File: src/ghrd_pkg.sv
`default_nettype none

package ghrd_pkg;

  // ====================
  // bus types
  // ====================
  typedef logic [3:0]  axil_addr_t;   // byte address, four regs
  typedef logic [31:0] axil_data_t;

  typedef enum logic [1:0] {
    OKAY   = 2'b00,
    SLVERR = 2'b10
  } axil_resp_e;

  // register map
  typedef enum logic [3:0] {
    REG_LED       = 4'h0,
    REG_SW        = 4'h4,   // read only
    REG_BUTTON    = 4'h8,   // read only, debounced
    REG_RESET_REQ = 4'hC
  } reg_addr_e;

  // ====================
  // board side types
  // ====================
  typedef logic [8:0]  led_t;         // ledr[9:1]
  typedef logic [9:0]  sw_t;
  typedef logic [3:0]  key_t;
  typedef logic [2:0]  reset_req_t;   // cold, warm, debug
  typedef logic [27:0] stm_events_t;

  typedef enum logic {
    IDLE = 1'b0,
    BUSY = 1'b1
  } pulse_state_e;

  localparam int DEBOUNCE_CYCLES       = 50000;      // 1 ms at 50 MHz
  localparam int HEARTBEAT_HALF_PERIOD = 25000000;   // 1 Hz blink

  // reset request pulse widths in clocks
  localparam int COLD_PULSE_CYCLES  = 6;
  localparam int WARM_PULSE_CYCLES  = 2;
  localparam int DEBUG_PULSE_CYCLES = 32;

  localparam int REQ_COLD  = 0;
  localparam int REQ_WARM  = 1;
  localparam int REQ_DEBUG = 2;

  // zero bits above sw in the trace word
  localparam int STM_PAD_BITS = $bits(stm_events_t) - $bits(sw_t) - $bits(led_t) - $bits(key_t);

endpackage

`default_nettype wire

File: src/fpga_ghrd_top.sv
`default_nettype none

module fpga_ghrd_top #(
  parameter int debounce_cycles = ghrd_pkg::DEBOUNCE_CYCLES,
  parameter int hb_half_period  = ghrd_pkg::HEARTBEAT_HALF_PERIOD
) (
  input  logic                      fpga_clk_50,
  input  logic                      hps_fpga_reset_n,
  input  ghrd_pkg::key_t            key,          // active low
  input  ghrd_pkg::sw_t             sw,
  output logic [$bits(ghrd_pkg::led_t):0] ledr,   // bit 0 heartbeat
  output ghrd_pkg::stm_events_t     stm_events,
  output logic                      cold_reset_req,
  output logic                      warm_reset_req,
  output logic                      debug_reset_req,
  input  ghrd_pkg::axil_addr_t      s_axil_awaddr,
  input  logic                      s_axil_awvalid,
  output logic                      s_axil_awready,
  input  ghrd_pkg::axil_data_t      s_axil_wdata,
  input  logic                      s_axil_wvalid,
  output logic                      s_axil_wready,
  output ghrd_pkg::axil_resp_e      s_axil_bresp,
  output logic                      s_axil_bvalid,
  input  logic                      s_axil_bready,
  input  ghrd_pkg::axil_addr_t      s_axil_araddr,
  input  logic                      s_axil_arvalid,
  output logic                      s_axil_arready,
  output ghrd_pkg::axil_data_t      s_axil_rdata,
  output ghrd_pkg::axil_resp_e      s_axil_rresp,
  output logic                      s_axil_rvalid,
  input  logic                      s_axil_rready
);

  import ghrd_pkg::*;

  key_t       buttons;     // debounced, pressed is 1
  led_t       led;
  reset_req_t reset_req;
  logic       heartbeat;

  assign ledr       = {led, heartbeat};
  assign stm_events = {{STM_PAD_BITS{1'b0}}, sw, led, buttons};   // trace word

  // ====================
  // blocks
  // ====================
  key_debounce #(.debounce_cycles(debounce_cycles)) key_debounce_i (
    .fpga_clk_50      (fpga_clk_50),
    .hps_fpga_reset_n (hps_fpga_reset_n),
    .key              (key),
    .buttons          (buttons)
  );

  pio_axil_regs pio_axil_regs_i (.*);   // names match one to one

  heartbeat_led #(.hb_half_period(hb_half_period)) heartbeat_led_i (
    .fpga_clk_50      (fpga_clk_50),
    .hps_fpga_reset_n (hps_fpga_reset_n),
    .led              (heartbeat)
  );

  // one stretcher per reset kind
  reset_req_pulse #(.pulse_cycles(COLD_PULSE_CYCLES)) cold_pulse_i (
    .fpga_clk_50      (fpga_clk_50),
    .hps_fpga_reset_n (hps_fpga_reset_n),
    .req              (reset_req[REQ_COLD]),
    .pulse            (cold_reset_req)
  );

  reset_req_pulse #(.pulse_cycles(WARM_PULSE_CYCLES)) warm_pulse_i (
    .fpga_clk_50      (fpga_clk_50),
    .hps_fpga_reset_n (hps_fpga_reset_n),
    .req              (reset_req[REQ_WARM]),
    .pulse            (warm_reset_req)
  );

  reset_req_pulse #(.pulse_cycles(DEBUG_PULSE_CYCLES)) debug_pulse_i (
    .fpga_clk_50      (fpga_clk_50),
    .hps_fpga_reset_n (hps_fpga_reset_n),
    .req              (reset_req[REQ_DEBUG]),
    .pulse            (debug_reset_req)
  );

endmodule

`default_nettype wire

File: src/heartbeat_led.sv
`default_nettype none

module heartbeat_led #(
  parameter int hb_half_period = ghrd_pkg::HEARTBEAT_HALF_PERIOD
) (
  input  logic fpga_clk_50,
  input  logic hps_fpga_reset_n,
  output logic led
);

  localparam int cnt_w = $clog2(hb_half_period + 1);
  localparam logic [cnt_w-1:0] cnt_wrap = cnt_w'(hb_half_period - 1);

  logic [cnt_w-1:0] cnt;   // half period counter

  // blinking ledr[0] shows the fabric is clocked and out of reset
  always_ff @(posedge fpga_clk_50 or negedge hps_fpga_reset_n)
  begin
    if (!hps_fpga_reset_n)
    begin
      cnt <= '0;
      led <= 1'b0;
    end
    else if (cnt == cnt_wrap)
    begin
      cnt <= '0;
      led <= ~led;   // flip once per half period
    end
    else
      cnt <= cnt + 1'b1;
  end

endmodule

`default_nettype wire

File: src/key_debounce.sv
`default_nettype none

module key_debounce #(
  parameter int debounce_cycles = ghrd_pkg::DEBOUNCE_CYCLES
) (
  input  logic          fpga_clk_50,
  input  logic          hps_fpga_reset_n,
  input  ghrd_pkg::key_t key,       // raw, active low
  output ghrd_pkg::key_t buttons    // debounced, pressed is 1
);

  import ghrd_pkg::*;

  localparam int cnt_w = $clog2(debounce_cycles + 1);
  localparam logic [cnt_w-1:0] cnt_last = cnt_w'(debounce_cycles - 1);

  key_t             key_meta;   // first sync stage
  key_t             key_sync;
  key_t             pressed;
  logic [cnt_w-1:0] cnt [$bits(key_t)];

  // invert so a held key reads as 1
  assign pressed = ~key_sync;

  always_ff @(posedge fpga_clk_50 or negedge hps_fpga_reset_n)
  begin
    if (!hps_fpga_reset_n)
    begin
      key_meta <= '1;   // keys idle high
      key_sync <= '1;
      buttons  <= '0;
      for (int i = 0; i < $bits(key_t); i++)
      begin
        cnt[i] <= '0;
      end
    end
    else
    begin
      key_meta <= key;
      key_sync <= key_meta;
      for (int i = 0; i < $bits(key_t); i++)
      begin
        if (pressed[i] == buttons[i])
          cnt[i] <= '0;                  // agrees or bounced back, restart
        else if (cnt[i] == cnt_last)
        begin
          // stable long enough
          buttons[i] <= pressed[i];
          cnt[i]     <= '0;
        end
        else
          cnt[i] <= cnt[i] + 1'b1;
      end
    end
  end

endmodule

`default_nettype wire

File: src/pio_axil_regs.sv
`default_nettype none

module pio_axil_regs (
  input  logic                 fpga_clk_50,
  input  logic                 hps_fpga_reset_n,
  // write address
  input  ghrd_pkg::axil_addr_t s_axil_awaddr,
  input  logic                 s_axil_awvalid,
  output logic                 s_axil_awready,
  // write data
  input  ghrd_pkg::axil_data_t s_axil_wdata,
  input  logic                 s_axil_wvalid,
  output logic                 s_axil_wready,
  // write response
  output ghrd_pkg::axil_resp_e s_axil_bresp,
  output logic                 s_axil_bvalid,
  input  logic                 s_axil_bready,
  // read address
  input  ghrd_pkg::axil_addr_t s_axil_araddr,
  input  logic                 s_axil_arvalid,
  output logic                 s_axil_arready,
  // read data
  output ghrd_pkg::axil_data_t s_axil_rdata,
  output ghrd_pkg::axil_resp_e s_axil_rresp,
  output logic                 s_axil_rvalid,
  input  logic                 s_axil_rready,
  // board side
  input  ghrd_pkg::sw_t        sw,
  input  ghrd_pkg::key_t       buttons,
  output ghrd_pkg::led_t       led,
  output ghrd_pkg::reset_req_t reset_req
);

  import ghrd_pkg::*;

  logic       wr_hs;     // aw and w accepted together
  logic       rd_hs;
  axil_resp_e wr_resp;
  axil_data_t rd_data;
  axil_resp_e rd_resp;

  // one write and one read outstanding at most
  assign wr_hs          = s_axil_awvalid & s_axil_wvalid & ~s_axil_bvalid;
  assign rd_hs          = s_axil_arvalid & ~s_axil_rvalid;
  assign s_axil_awready = wr_hs;
  assign s_axil_wready  = wr_hs;
  assign s_axil_arready = rd_hs;

  // ====================
  // address decode
  // ====================
  always_comb
  begin
    case (reg_addr_e'(s_axil_awaddr))
      REG_LED, REG_RESET_REQ: wr_resp = OKAY;
      default:                wr_resp = SLVERR;   // read only or unmapped
    endcase
  end

  always_comb
  begin
    rd_data = '0;
    rd_resp = OKAY;
    case (reg_addr_e'(s_axil_araddr))
      REG_LED:       rd_data = axil_data_t'(led);
      REG_SW:        rd_data = axil_data_t'(sw);
      REG_BUTTON:    rd_data = axil_data_t'(buttons);
      REG_RESET_REQ: rd_data = axil_data_t'(reset_req);
      default:       rd_resp = SLVERR;   // data stays 0
    endcase
  end

  // ====================
  // write channel
  // ====================
  always_ff @(posedge fpga_clk_50 or negedge hps_fpga_reset_n)
  begin
    if (!hps_fpga_reset_n)
    begin
      led           <= '0;
      reset_req     <= '0;
      s_axil_bvalid <= 1'b0;
      s_axil_bresp  <= OKAY;
    end
    else if (wr_hs)
    begin
      s_axil_bvalid <= 1'b1;
      s_axil_bresp  <= wr_resp;
      case (reg_addr_e'(s_axil_awaddr))
        REG_LED:       led       <= s_axil_wdata[$bits(led_t)-1:0];
        REG_RESET_REQ: reset_req <= s_axil_wdata[$bits(reset_req_t)-1:0];
        default:       ;   // nothing changes
      endcase
    end
    else if (s_axil_bready)
      s_axil_bvalid <= 1'b0;   // resp taken, or nothing pending
  end

  // ====================
  // read channel
  // ====================
  always_ff @(posedge fpga_clk_50 or negedge hps_fpga_reset_n)
  begin
    if (!hps_fpga_reset_n)
    begin
      s_axil_rvalid <= 1'b0;
      s_axil_rresp  <= OKAY;
    end
    else if (rd_hs)
    begin
      s_axil_rvalid <= 1'b1;
      s_axil_rresp  <= rd_resp;
    end
    else if (s_axil_rready)
      s_axil_rvalid <= 1'b0;
  end

  // read data held with rvalid
  always_ff @(posedge fpga_clk_50)
  begin
    if (rd_hs)
      s_axil_rdata <= rd_data;
  end

endmodule

`default_nettype wire

File: src/reset_req_pulse.sv
`default_nettype none

module reset_req_pulse #(
  parameter int pulse_cycles = ghrd_pkg::COLD_PULSE_CYCLES
) (
  input  logic fpga_clk_50,
  input  logic hps_fpga_reset_n,
  input  logic req,     // request level from register
  output logic pulse
);

  import ghrd_pkg::*;

  localparam int cnt_w = $clog2(pulse_cycles + 1);
  localparam logic [cnt_w-1:0] cnt_last = cnt_w'(pulse_cycles - 1);

  logic             req_q;
  logic             req_d;   // previous req_q
  logic             rise;
  pulse_state_e     state;
  logic [cnt_w-1:0] cnt;

  assign rise  = req_q & ~req_d;
  assign pulse = (state == BUSY);

  // ====================
  // edge detect
  // ====================
  always_ff @(posedge fpga_clk_50 or negedge hps_fpga_reset_n)
  begin
    if (!hps_fpga_reset_n)
    begin
      req_q <= 1'b0;
      req_d <= 1'b0;
    end
    else
    begin
      req_q <= req;
      req_d <= req_q;
    end
  end

  // ====================
  // pulse stretch
  // ====================
  always_ff @(posedge fpga_clk_50 or negedge hps_fpga_reset_n)
  begin
    if (!hps_fpga_reset_n)
    begin
      state <= IDLE;
      cnt   <= '0;
    end
    else
    begin
      case (state)
        IDLE:
        begin
          cnt <= '0;
          if (rise)
            state <= BUSY;
        end
        BUSY:
        begin
          // edges here are dropped
          if (cnt == cnt_last)
            state <= IDLE;
          else
            cnt <= cnt + 1'b1;
        end
        default: state <= IDLE;
      endcase
    end
  end

endmodule

`default_nettype wire

File: config.mk
export PLATFORM = sky130hd
export DESIGN_NAME = fpga_ghrd_top
export DESIGN_NICKNAME = d
export VERILOG_FILES = /design/src/ghrd_pkg.sv /design/src/fpga_ghrd_top.sv /design/src/heartbeat_led.sv /design/src/key_debounce.sv /design/src/pio_axil_regs.sv /design/src/reset_req_pulse.sv
export SDC_FILE = /design/constraint.sdc
export NUM_CORES = 1
export LEC_CHECK = 0
export ABC_AREA = 1
export BUFFER_PORTS_ARGS = -buffer_cell sky130_fd_sc_hd__buf_2
export CAP_MARGIN = 20
export CORE_MARGIN = 2
export CORE_UTILIZATION = 40
export CTS_CLUSTER_SIZE = 16
export DETAILED_ROUTE_END_ITERATION = 8
export PLACE_DENSITY_LB_ADDON = 0.1
export SYNTH_ARGS = -nofsm -noshare
export SYNTH_HDL_FRONTEND = slang
export SYNTH_SLANG_ARGS = --single-unit
File: constraint.sdc
create_clock -name fpga_clk_50 -period 4 [get_ports fpga_clk_50]
set_clock_uncertainty 0.2 [all_clocks]
set_input_delay 0.4 -clock fpga_clk_50 [delete_from_list [all_inputs] [get_ports fpga_clk_50]]
set_output_delay 0.4 -clock fpga_clk_50 [all_outputs]
set_load 0.01 [all_outputs]
# [After elaboration in Yosys (flattened, before gate mapping)]
# Cells that the tools add are included.
[word_totals] reg_bits=172 inputBits=61 output_inout_bits=82 word_cells=121
[op_classes] addsub=8 n_eq_ne=19 n_mux=31 n_bitwise=20 reduce_logical=12
[op_table] op="16-bit two-way mux" n=8
[op_table] op="16-bit by 1-bit adder with 16-bit output, second input constant" n=4
[op_table] op="16-bit equality test, second input constant" n=4
[op_table] op="10-bit case mux with 4 select lines" n=1
[op_table] op="25-bit by 1-bit adder with 25-bit output, second input constant" n=1
[op_table] op="25-bit equality test, second input constant" n=1
[op_table] op="25-bit two-way mux" n=1
[op_table] op="1-bit NOT" n=13
[op_table] op="4-bit equality test, second input constant" n=3
[op_table] op="6-bit case mux with 2 select lines" n=1
[op_table] op="2-bit AND reduction" n=6
[op_table] op="1-bit two-way mux" n=10
[op_table] op="4-bit zero test" n=2
[op_table] op="6-bit by 1-bit adder with 6-bit output, second input constant" n=1
[op_table] op="1-bit bitwise AND" n=6
[op_table] op="6-bit by 5-bit equality test with 1-bit output, second input constant" n=1
[op_table] op="2-bit two-way mux" n=3
[op_table] op="6-bit two-way mux" n=1
[op_table] op="2-bit != test, second input constant" n=3
[op_table] op="1-bit case mux with 2 select lines" n=3
[op_table] op="3-bit case mux with 2 select lines" n=1
[op_table] op="1-bit equality test" n=4
[op_table] op="4-bit by 3-bit equality test with 1-bit output, second input constant" n=1
[op_table] op="4-bit NOT" n=1
[op_table] op="other kinds (9)" n=10

# [Depth between registers and ports, before layout]
# Gate-level depths: netlist of run 1.
[logic_depth] depth_word=4 depth_mapped=8 depth_no_buf=8

# [Modules after synthesis]
# From an unflattened synthesis of run 1, not the netlist that was laid out.
[hier_totals] cells_unflattened=1018 area_unflattened_um2=8219.1
[modules_own_cells] module="key_debounce" instances=1 cells_per_inst=497 area_each_um2=4013.8 seq_area_each_um2=1911.8
[modules_own_cells] module="heartbeat_led" instances=1 cells_per_inst=223 area_each_um2=1640.3 seq_area_each_um2=650.6
[modules_own_cells] module="pio_axil_regs" instances=1 cells_per_inst=173 area_each_um2=1486.4 seq_area_each_um2=700.7
[modules_own_cells] module="reset_req_pulse (debug_pulse_i)" instances=1 cells_per_inst=52 area_each_um2=434.2 seq_area_each_um2=225.2
[modules_own_cells] module="reset_req_pulse (cold_pulse_i)" instances=1 cells_per_inst=26 area_each_um2=252.7 seq_area_each_um2=150.1
[modules_own_cells] module="reset_req_pulse (warm_pulse_i)" instances=1 cells_per_inst=21 area_each_um2=200.2 seq_area_each_um2=125.1
[modules_own_cells] module="fpga_ghrd_top" instances=1 cells_per_inst=26 area_each_um2=191.4 seq_area_each_um2=0.0

# [Worst setup path before layout of run 1]
# Ideal clock, no wire load.
[synth_timing] kind="register -> register" from="reg key_debounce_i.cnt[48] in the netlist's numbering" to="reg key_debounce_i.cnt[54] in the netlist's numbering" setup_ns=0.124 arrival_time_ns=1.193 required_ns=3.676 path_slack_ns=2.483 path_stages_with_launch=7 n_path_buf=0 synth_period_minus_slack_ns=1.517 cell_sequence="dfrtp_1 -> ha_1 -> nand3_1 -> nor2_1 -> nand2_1 -> nand2_1 -> nor2_1"
[synth_via] elab_chain_cells=3 word_cells_on_any_way=4 classes_between="1 x add/sub; 1 x eq/ne; 2 x mux"
[synth_rtl] item="from (decl)" line="key_debounce.sv:20" rtl="logic [cnt_w-1:0] cnt [$bits(key_t)];"
[synth_rtl] item="from (signal, indexed assignment)" line="key_debounce.sv:52" rtl="cnt[i] <= cnt[i] + 1'b1;"
[synth_rtl] item="16-bit by 1-bit adder with 16-bit output or 16-bit equality test (tied branches)" line="key_debounce.sv:52, key_debounce.sv:45"
[synth_rtl] item="16-bit two-way mux (*)" line="key_debounce.sv:45" rtl="else if (cnt[i] == cnt_last)"
[synth_rtl] item="16-bit two-way mux (*)" line="key_debounce.sv:43" rtl="if (pressed[i] == buttons[i])"
# Mark *: on every way between the ends. The rest lies on a longest branch, timed or not.
# A chain may end at the register's enable or synchronous reset.

# [Worst setup path in the final report of run 1]
[layout_timing] from="reg pio_axil_regs_i.s_axil_rvalid" to="out s_axil_arready"
[layout_via] elab_chain_cells=2
[layout_rtl] item="from (decl)" line="pio_axil_regs.sv:25" rtl="output logic s_axil_rvalid,"
[layout_rtl] item="from (signal assigned)" line="pio_axil_regs.sv:106" rtl="s_axil_rvalid <= 1'b0;"
[layout_rtl] item="from (signal assigned)" line="pio_axil_regs.sv:111" rtl="s_axil_rvalid <= 1'b1;"
[layout_rtl] item="from (signal assigned)" line="pio_axil_regs.sv:115" rtl="s_axil_rvalid <= 1'b0;"
[layout_rtl] item="1-bit NOT" line="pio_axil_regs.sv:44" rtl="assign rd_hs = s_axil_arvalid & ~s_axil_rvalid;"
[layout_rtl] item="1-bit bitwise AND" line="pio_axil_regs.sv:44"
[layout_rtl] item="to (decl)" line="fpga_ghrd_top.sv:27" rtl="output logic s_axil_arready,"
# No other way between the ends.

==> flow_summary_export.csv, run 1 <==
group,metric,value,unit
run_status,status,"finished, final reports clean",
routing,routed_wirelength,15.89,mm
floorplan,coreArea,18830,um^2
synth,ys_seq_area_share,48.59,%
grt,grt_use_total,16.39,%
routing,drt_iter0_markers,272,
timing,fmax,0.4626,GHz
routing,ant_nets,0,
critical_path,crit_start,"pio_axil_regs_i.s_axil_rvalid$_DFFE_PN0P_",
timing,setup_violations,0,
clock_network,tritoncts,"yes",
placed_design,port-buffer-count,90,
floorplan,start_util,41.14,%
critical_path,cp.required,3.40,ns
timing,max-slew-margin-rel,51.71,%
synth,syn_area,7746,um^2
floorplan,ios,143,
floorplan,die_w,143.2,um
routing,viasPerCell,4.495,
worst_hold_path,min_from,"s_axil_wdata[2]",
timing,slew_viol_final,0,
timing,rsz0062_at_grt,"no",
timing,fin_tns_setup,0,ns
grt,overflow,0,
grt,antenna_found_initial,0,
critical_path,endpoint_kind,"output port",
clock_network,clock_latency,0.41,ns
grt,grt_pass1_vias,5705,
final_layout,fin_nets,1133,
routing,first_pass_iters,5,
placed_design,dpl.hpwl,11.77,mm
grt,grt_max_degree,70,
critical_path,r2r_start,"key_debounce_i.cnt[32]$_DFF_PN0_",
synth,ys_ff_latch,148,
floorplan,dieArea,20490,um^2
critical_path,crit_type,"flop to output port",
final_layout,drive_gt1_share,14.31,%
critical_path,path_max_fanout,11,
synth,async_flop_share,93.24,%
routing,wl_per_cell,11.89,um
worst_hold_path,hold_class,"input port to flop",
synth,synth.distinct_cells,34,
clock_network,ctsLongestPathBuffers,2,
timing,period_needed,2.162,ns
final_layout,design_area,9133,um^2
timing,fin_crit_sh,54.05,%
final_layout,insertedDiodeCount,0,
placed_design,gp_congestion,0.8533,
routing,vias,6005,
synth,syn_inst,959,
placed_design,placed_area,8275,um^2
synth,ys.flop_type,"dfrtp_1",
critical_path,r2r_slack,2.16,ns
clock_network,root_buffer,"clkbuf_16",
critical_path,cp-start-kind,"flop",
clock_network,post_cts_buffers,0,
flow_run,cap_viol_max_count,0,
final_layout,area_delta_synth_final,17.90,%
synth,yosysWarnings,0,
critical_path,critPathArrivalTime,1.56,ns
final_layout,final_cell_mix,"nand2_1 (213), nor2_1 (194), dfrtp_1 (130)",
synth,synth-edff-count,10,
floorplan,die_y,143.2,um
clock_network,cts_buffers,17,
clock_network,path_clk_slew,0.06,ns
power_and_ir_drop,power.density,444.3,nW/um^2
synth,avgSynthCellArea,8.077,um^2
final_layout,final_common_cell,"nand2_1",
floorplan,rows,50,
power_and_ir_drop,irDropWorstVdd,0.2860,mV
power_and_ir_drop,p_leak,4.449,nW
timing,hold_viol,0,
clock_network,cts_sinks,148,
routing,drc,0,
timing,worstMarginPinSlew,0.7236,ns
grt,grt_pass1_wl,26.76,mm
clock_network,htreeDepth,4,
## kinds of logic after synthesis
kind of cell               Yosys count  share of synthesized area, %
muxes                                1                        0.1292
xor gates and xnor gates            48                         5.427
adders and majority gates            9                         1.454
buffers and inverters              163                         10.34
other                                1                       0.04841
and+or+nand+nor                    525                         29.32
DFF                                148                         48.59
AOI/OAI and AO/OA                   64                         4.701
## Yosys cell counts, drive strengths merged (2+ instances only)
cell / number / area, um^2
nand2: 222 / 875.8
dfstp: 8 / 210.2
nand4: 12 / 75.07
a31oi: 2 / 12.51
nor3: 7 / 35.03
xor2: 39 / 341.6
buf: 50 / 375.4
nand3: 73 / 365.4
inv: 111 / 416.7
dfrtp: 130 / 3253
nand3b: 3 / 22.52
o21bai: 8 / 60.06
nor2: 206 / 878.3
o21ai: 31 / 155.2
o2111ai: 3 / 26.28
a21oi: 15 / 75.07
xnor2: 9 / 78.83
edfxtp: 10 / 300.3
o22ai: 2 / 12.51
ha: 9 / 112.6
## worst max-delay path, cell delays in order (launching register included)
cell	delay, ns
dfrtp_1	0.37
inv_1	0.06
nand2_1	0.13
inv_1	0.37
buf_2	0.22
## through the flow
stage	hold WS, ns	utilization, %	setup WS, ns	instances	total power, mW
finish	0.04711	48.50	1.838	1336	4.058
global route	0.06672	48.50	1.711	1336	4.250
detailed placement	0.1470	43.95	1.969	1289	2.194
floorplan	-0.09559	-	2.483	987	2.048
global placement	0.1456	43.95	1.995	1289	2.184
CTS	0.03153	48.50	1.820	1336	4.114
## flip-flops by register name, indices dropped and copies added, names as in the netlist, 4 cells and up
signal and cells:
key_debounce_i.key_sync 4, pio_axil_regs_i.led 9, pio_axil_regs_i.s_axil_rdata 10, key_debounce_i.key_meta 4, heartbeat_led_i.cnt 25, debug_pulse_i.cnt 6, key_debounce_i.cnt 64, key_debounce_i.buttons 4
## cell type report
cell class	count	area (um^2)
Clock buffer	20	456.7
Clock inverter	12	250.2
Fill cell	1839	9698
Inverter	112	420.4
Multi-Input combinational cell	676	3287
Sequential cell	148	3764
Tap cell	260	325.3
Timing Repair Buffer	108	629.4
## path summary, 6_finish.rpt
path                       cells past startpoint                              endpoint
max reg2reg                                    6      key_debounce_i.cnt[40]$_DFF_PN0_
min                                            3    pio_axil_regs_i.led[2]$_DFFE_PN0P_
min reg2reg                                    0  key_debounce_i.key_sync[1]$_DFF_PN1_
max in group asynchronous                      3  key_debounce_i.key_sync[2]$_DFF_PN1_
max                                            4                        s_axil_arready
min in group asynchronous                      2      key_debounce_i.cnt[35]$_DFF_PN0_
## power by group
part | switching (mW) | total, mW | internal, mW | leakage [nW]
Combinational | 0.255 | 0.426 | 0.171 | 2.21
Clock | 0.621 | 1.89 | 1.27 | 0.333
Sequential | 0.0998 | 1.74 | 1.64 | 1.91
Total | 0.975 | 4.06 | 3.08 | 4.45
## per-layer routing
metal | part of all wire [%] | global-route usage [%] | vias to the layer above
met1 | 48 | 21.89 | 2747
met4 | 0.99 | 4.586 | 0
met3 | 3.3 | 4.024 | 14
li1 | - | - | 3145
met2 | 48 | 26.54 | 99
met5 | 0 | 0 | -
## repair_timing
action                                 CTS  global route
hold buffers                            15             0
endpoints found under the hold margin   75             0
resized for setup                        0             0
Power figures use the tool's default switching activity.
==> inputs of run 2 (changes only) <==
Clock period 4 ns to 1.8 ns, I/O delays scaled along.
==> run 2 against run 1 <==
Net effect:
- final cell count grew 2.3%
- non-clock buffer count increased by 31
- critical endpoint is now heartbeat_led_i.cnt[21]$_DFF_PN0_
- worst setup slack got worse by 1.7 ns
- sequential power grew 120%
- clock power grew 85%
- largest power group is now registers
- critical path depth is 4 higher
- cell area up 2.1%
- worst hold slack got worse by 0.030 ns
- highest routed layer unchanged
- via count grew 0.48%
- count of clock-buffer cells in the layout unchanged
==> flow_summary_export.csv, run 2 (synthesis gave the netlist of run 1 again) <==
group,metric,value,unit
final_layout,fin_nets,1164,
power_and_ir_drop,seqPwrFrac,46.3,%
final_layout,top_regs,"key_debounce_i.cnt x64, heartbeat_led_i.cnt x25, pio_axil_regs_i.s_axil_rdata x10",
timing,setup_violations,0,
final_layout,multi_input_area,3297,um^2
power_and_ir_drop,p_leak,4.562,nW
grt,grt_pass1_vias,5745,
final_layout,largest_reg_flops,64,
routing,ant_nets,0,
clock_network,htreeDepth,4,
final_layout,fill_cells,1835,
floorplan,ios,143,
power_and_ir_drop,finalPower,8.357,mW
critical_path,path_max_fanout,7,
floorplan,coreArea,18830,um^2
timing,hold_viol,0,
power_and_ir_drop,switchingPower,2.123,mW
critical_path,cp_num_buf_inv,0,
timing,fin_crit_sh,92.68,%
floorplan,die_w,143.2,um
flow_run,cap_viol_max_count,0,
routing,wl_per_cell,11.81,um
final_layout,seq_area,3764,um^2
timing,fin_tns_setup,0,ns
critical_path,crit_family,"simple AND/OR/NAND/NOR gates",
routing,first_pass_iters,4,
final_layout,final_cell_mix,"nand2_1 (213), nor2_1 (194), dfrtp_1 (130)",
final_layout,area_delta_synth_final,20.37,%
power_and_ir_drop,clkPwrFrac,41.7,%
placed_design,port-buffer-count,90,
final_layout,top_register,"key_debounce_i.cnt",
run_status,status,"finished, final reports clean",
critical_path,critPathArrivalTime,1.77,ns
clock_network,cts_buffers,17,
timing,fmax,0.5994,GHz
critical_path,r2r_slack,0.13,ns
placed_design,dpl.hpwl,11.99,mm
placed_design,gp_congestion,0.8197,
floorplan,start_util,41.14,%
clock_network,clock_latency,0.41,ns
power_and_ir_drop,internal-power,6.234,mW
grt,grt_max_degree,45,
clock_network,tritoncts,"yes",
routing,routed_wirelength,16.14,mm
timing,rsz0062_at_grt,"no",
final_layout,final_common_cell,"nand2_1",
grt,grt_pass1_wl,27.32,mm
clock_network,cts_sinks,148,
timing,period_needed,1.668,ns
critical_path,crit_type,"flop to flop",
power_and_ir_drop,irDropWorstVdd,0.6107,mV
grt,grt_use_total,16.70,%
critical_path,cp.required,1.90,ns
clock_network,root_buffer,"clkbuf_16",
worst_hold_path,hold_class,"input port to flop",
floorplan,die_y,143.2,um
timing,worst_slack,0.1317,ns
power_and_ir_drop,power.density,896.3,nW/um^2
floorplan,rows,50,
clock_network,path_clk_slew,0.06,ns
routing,drc,0,
critical_path,cp_slowest_cell,"dfrtp_1",
critical_path,max_stage_delay,0.37,ns
critical_path,endpoint_kind,"flop",
final_layout,post-route-util,49.52,%
routing,viasPerCell,4.414,
grt,overflow,0,
floorplan,dieArea,20490,um^2
routing,vias,6034,
clock_network,ctsLongestPathBuffers,2,
timing,slew_viol_final,0,
grt,antenna_found_initial,0,
power_and_ir_drop,netSwitchingFraction,25.41,%
critical_path,cp-start-kind,"flop",
final_layout,insertedDiodeCount,0,
final_layout,drive_gt1_share,14.91,%
routing,drt_iter0_markers,340,
power_and_ir_drop,combPwrFrac,12.0,%
critical_path,path_cells,"ha_1 -> nand2_2 -> nor2_4 -> nand2_4 -> nor2_4 -> nand2_2 -> nand2_1 -> nor2_1",
placed_design,dp_worst_setup_slack,0.09961,ns
-- run 2: power by group through the flow --
stage	combinational (mW)	clock [mW]	sequential, mW
after floorplan	0.617	0	3.94
after global placement	0.943	0	3.93
after detailed placement	0.958	0	3.93
after CTS	1.01	3.58	3.88
after global routing	1.15	3.72	3.91
final	0.999	3.49	3.87
-- run 2: final cells by class --
| cell class | count | area share, % |
|---|---|---|
| multi-input cells | 676 | 35.36 |
| flip-flops and latches | 148 | 40.37 |
| repair buffers | 139 | 10.10 |
| clock inverters | 12 | 1.490 |
| inverters | 112 | 4.509 |
| well taps | 260 | 3.489 |
| clock buffers | 20 | 4.683 |
-- run 2: timing repair --
item | in CTS | in global routing
endpoints found under the hold margin | 163 | 0
endpoints found under the setup margin | 0 | 7
resized for setup | 0 | 4
hold buffers | 31 | 0
setup buffers | 0 | 1
-- run 2: layer usage --
metal | wire length, um | global-route usage [%] | part of all wire (%) | vias up
li1 | - | - | - | 3203
met1 | 7892 | 22.31 | 49 | 2738
met2 | 7673 | 27.22 | 48 | 84
met3 | 431 | 4.024 | 2.7 | 9
met4 | 144 | 4.482 | 0.89 | 0
met5 | 0 | 0 | 0 | -
-- run 2: through the flow --
stage	hold slack (ns)	cells	instance area [um^2]
floorplan	-0.3156	987	7851
global placement	-0.06405	1303	8418
detailed placement	-0.06095	1303	8418
CTS	0.001109	1366	9304
global route	0.02539	1367	9324
finish	0.01682	1367	9324
-- run 2: tightest hold or removal path, stage by stage --
cell       delay [ns]
buf_2            0.13
nand4_1          0.11
o2111ai_1        0.11
-- run 2: path summary, 6_finish.rpt --
path | startpoint | endpoint | cells after the start
hold reg to reg | key_debounce_i.key_meta[2]$_DFF_PN1_ | key_debounce_i.key_sync[2]$_DFF_PN1_ | 0
hold / removal | s_axil_araddr[3] | pio_axil_regs_i.s_axil_rdata[2]$_DFFE_PP_ | 3
min in group asynchronous | hps_fpga_reset_n | key_debounce_i.cnt[33]$_DFF_PN0_ | 2
max in group asynchronous | hps_fpga_reset_n | key_debounce_i.key_meta[2]$_DFF_PN1_ | 3
setup reg to reg | heartbeat_led_i.cnt[0]$_DFF_PN0_ | heartbeat_led_i.cnt[21]$_DFF_PN0_ | 8
setup / recovery | heartbeat_led_i.cnt[0]$_DFF_PN0_ | heartbeat_led_i.cnt[21]$_DFF_PN0_ | 8
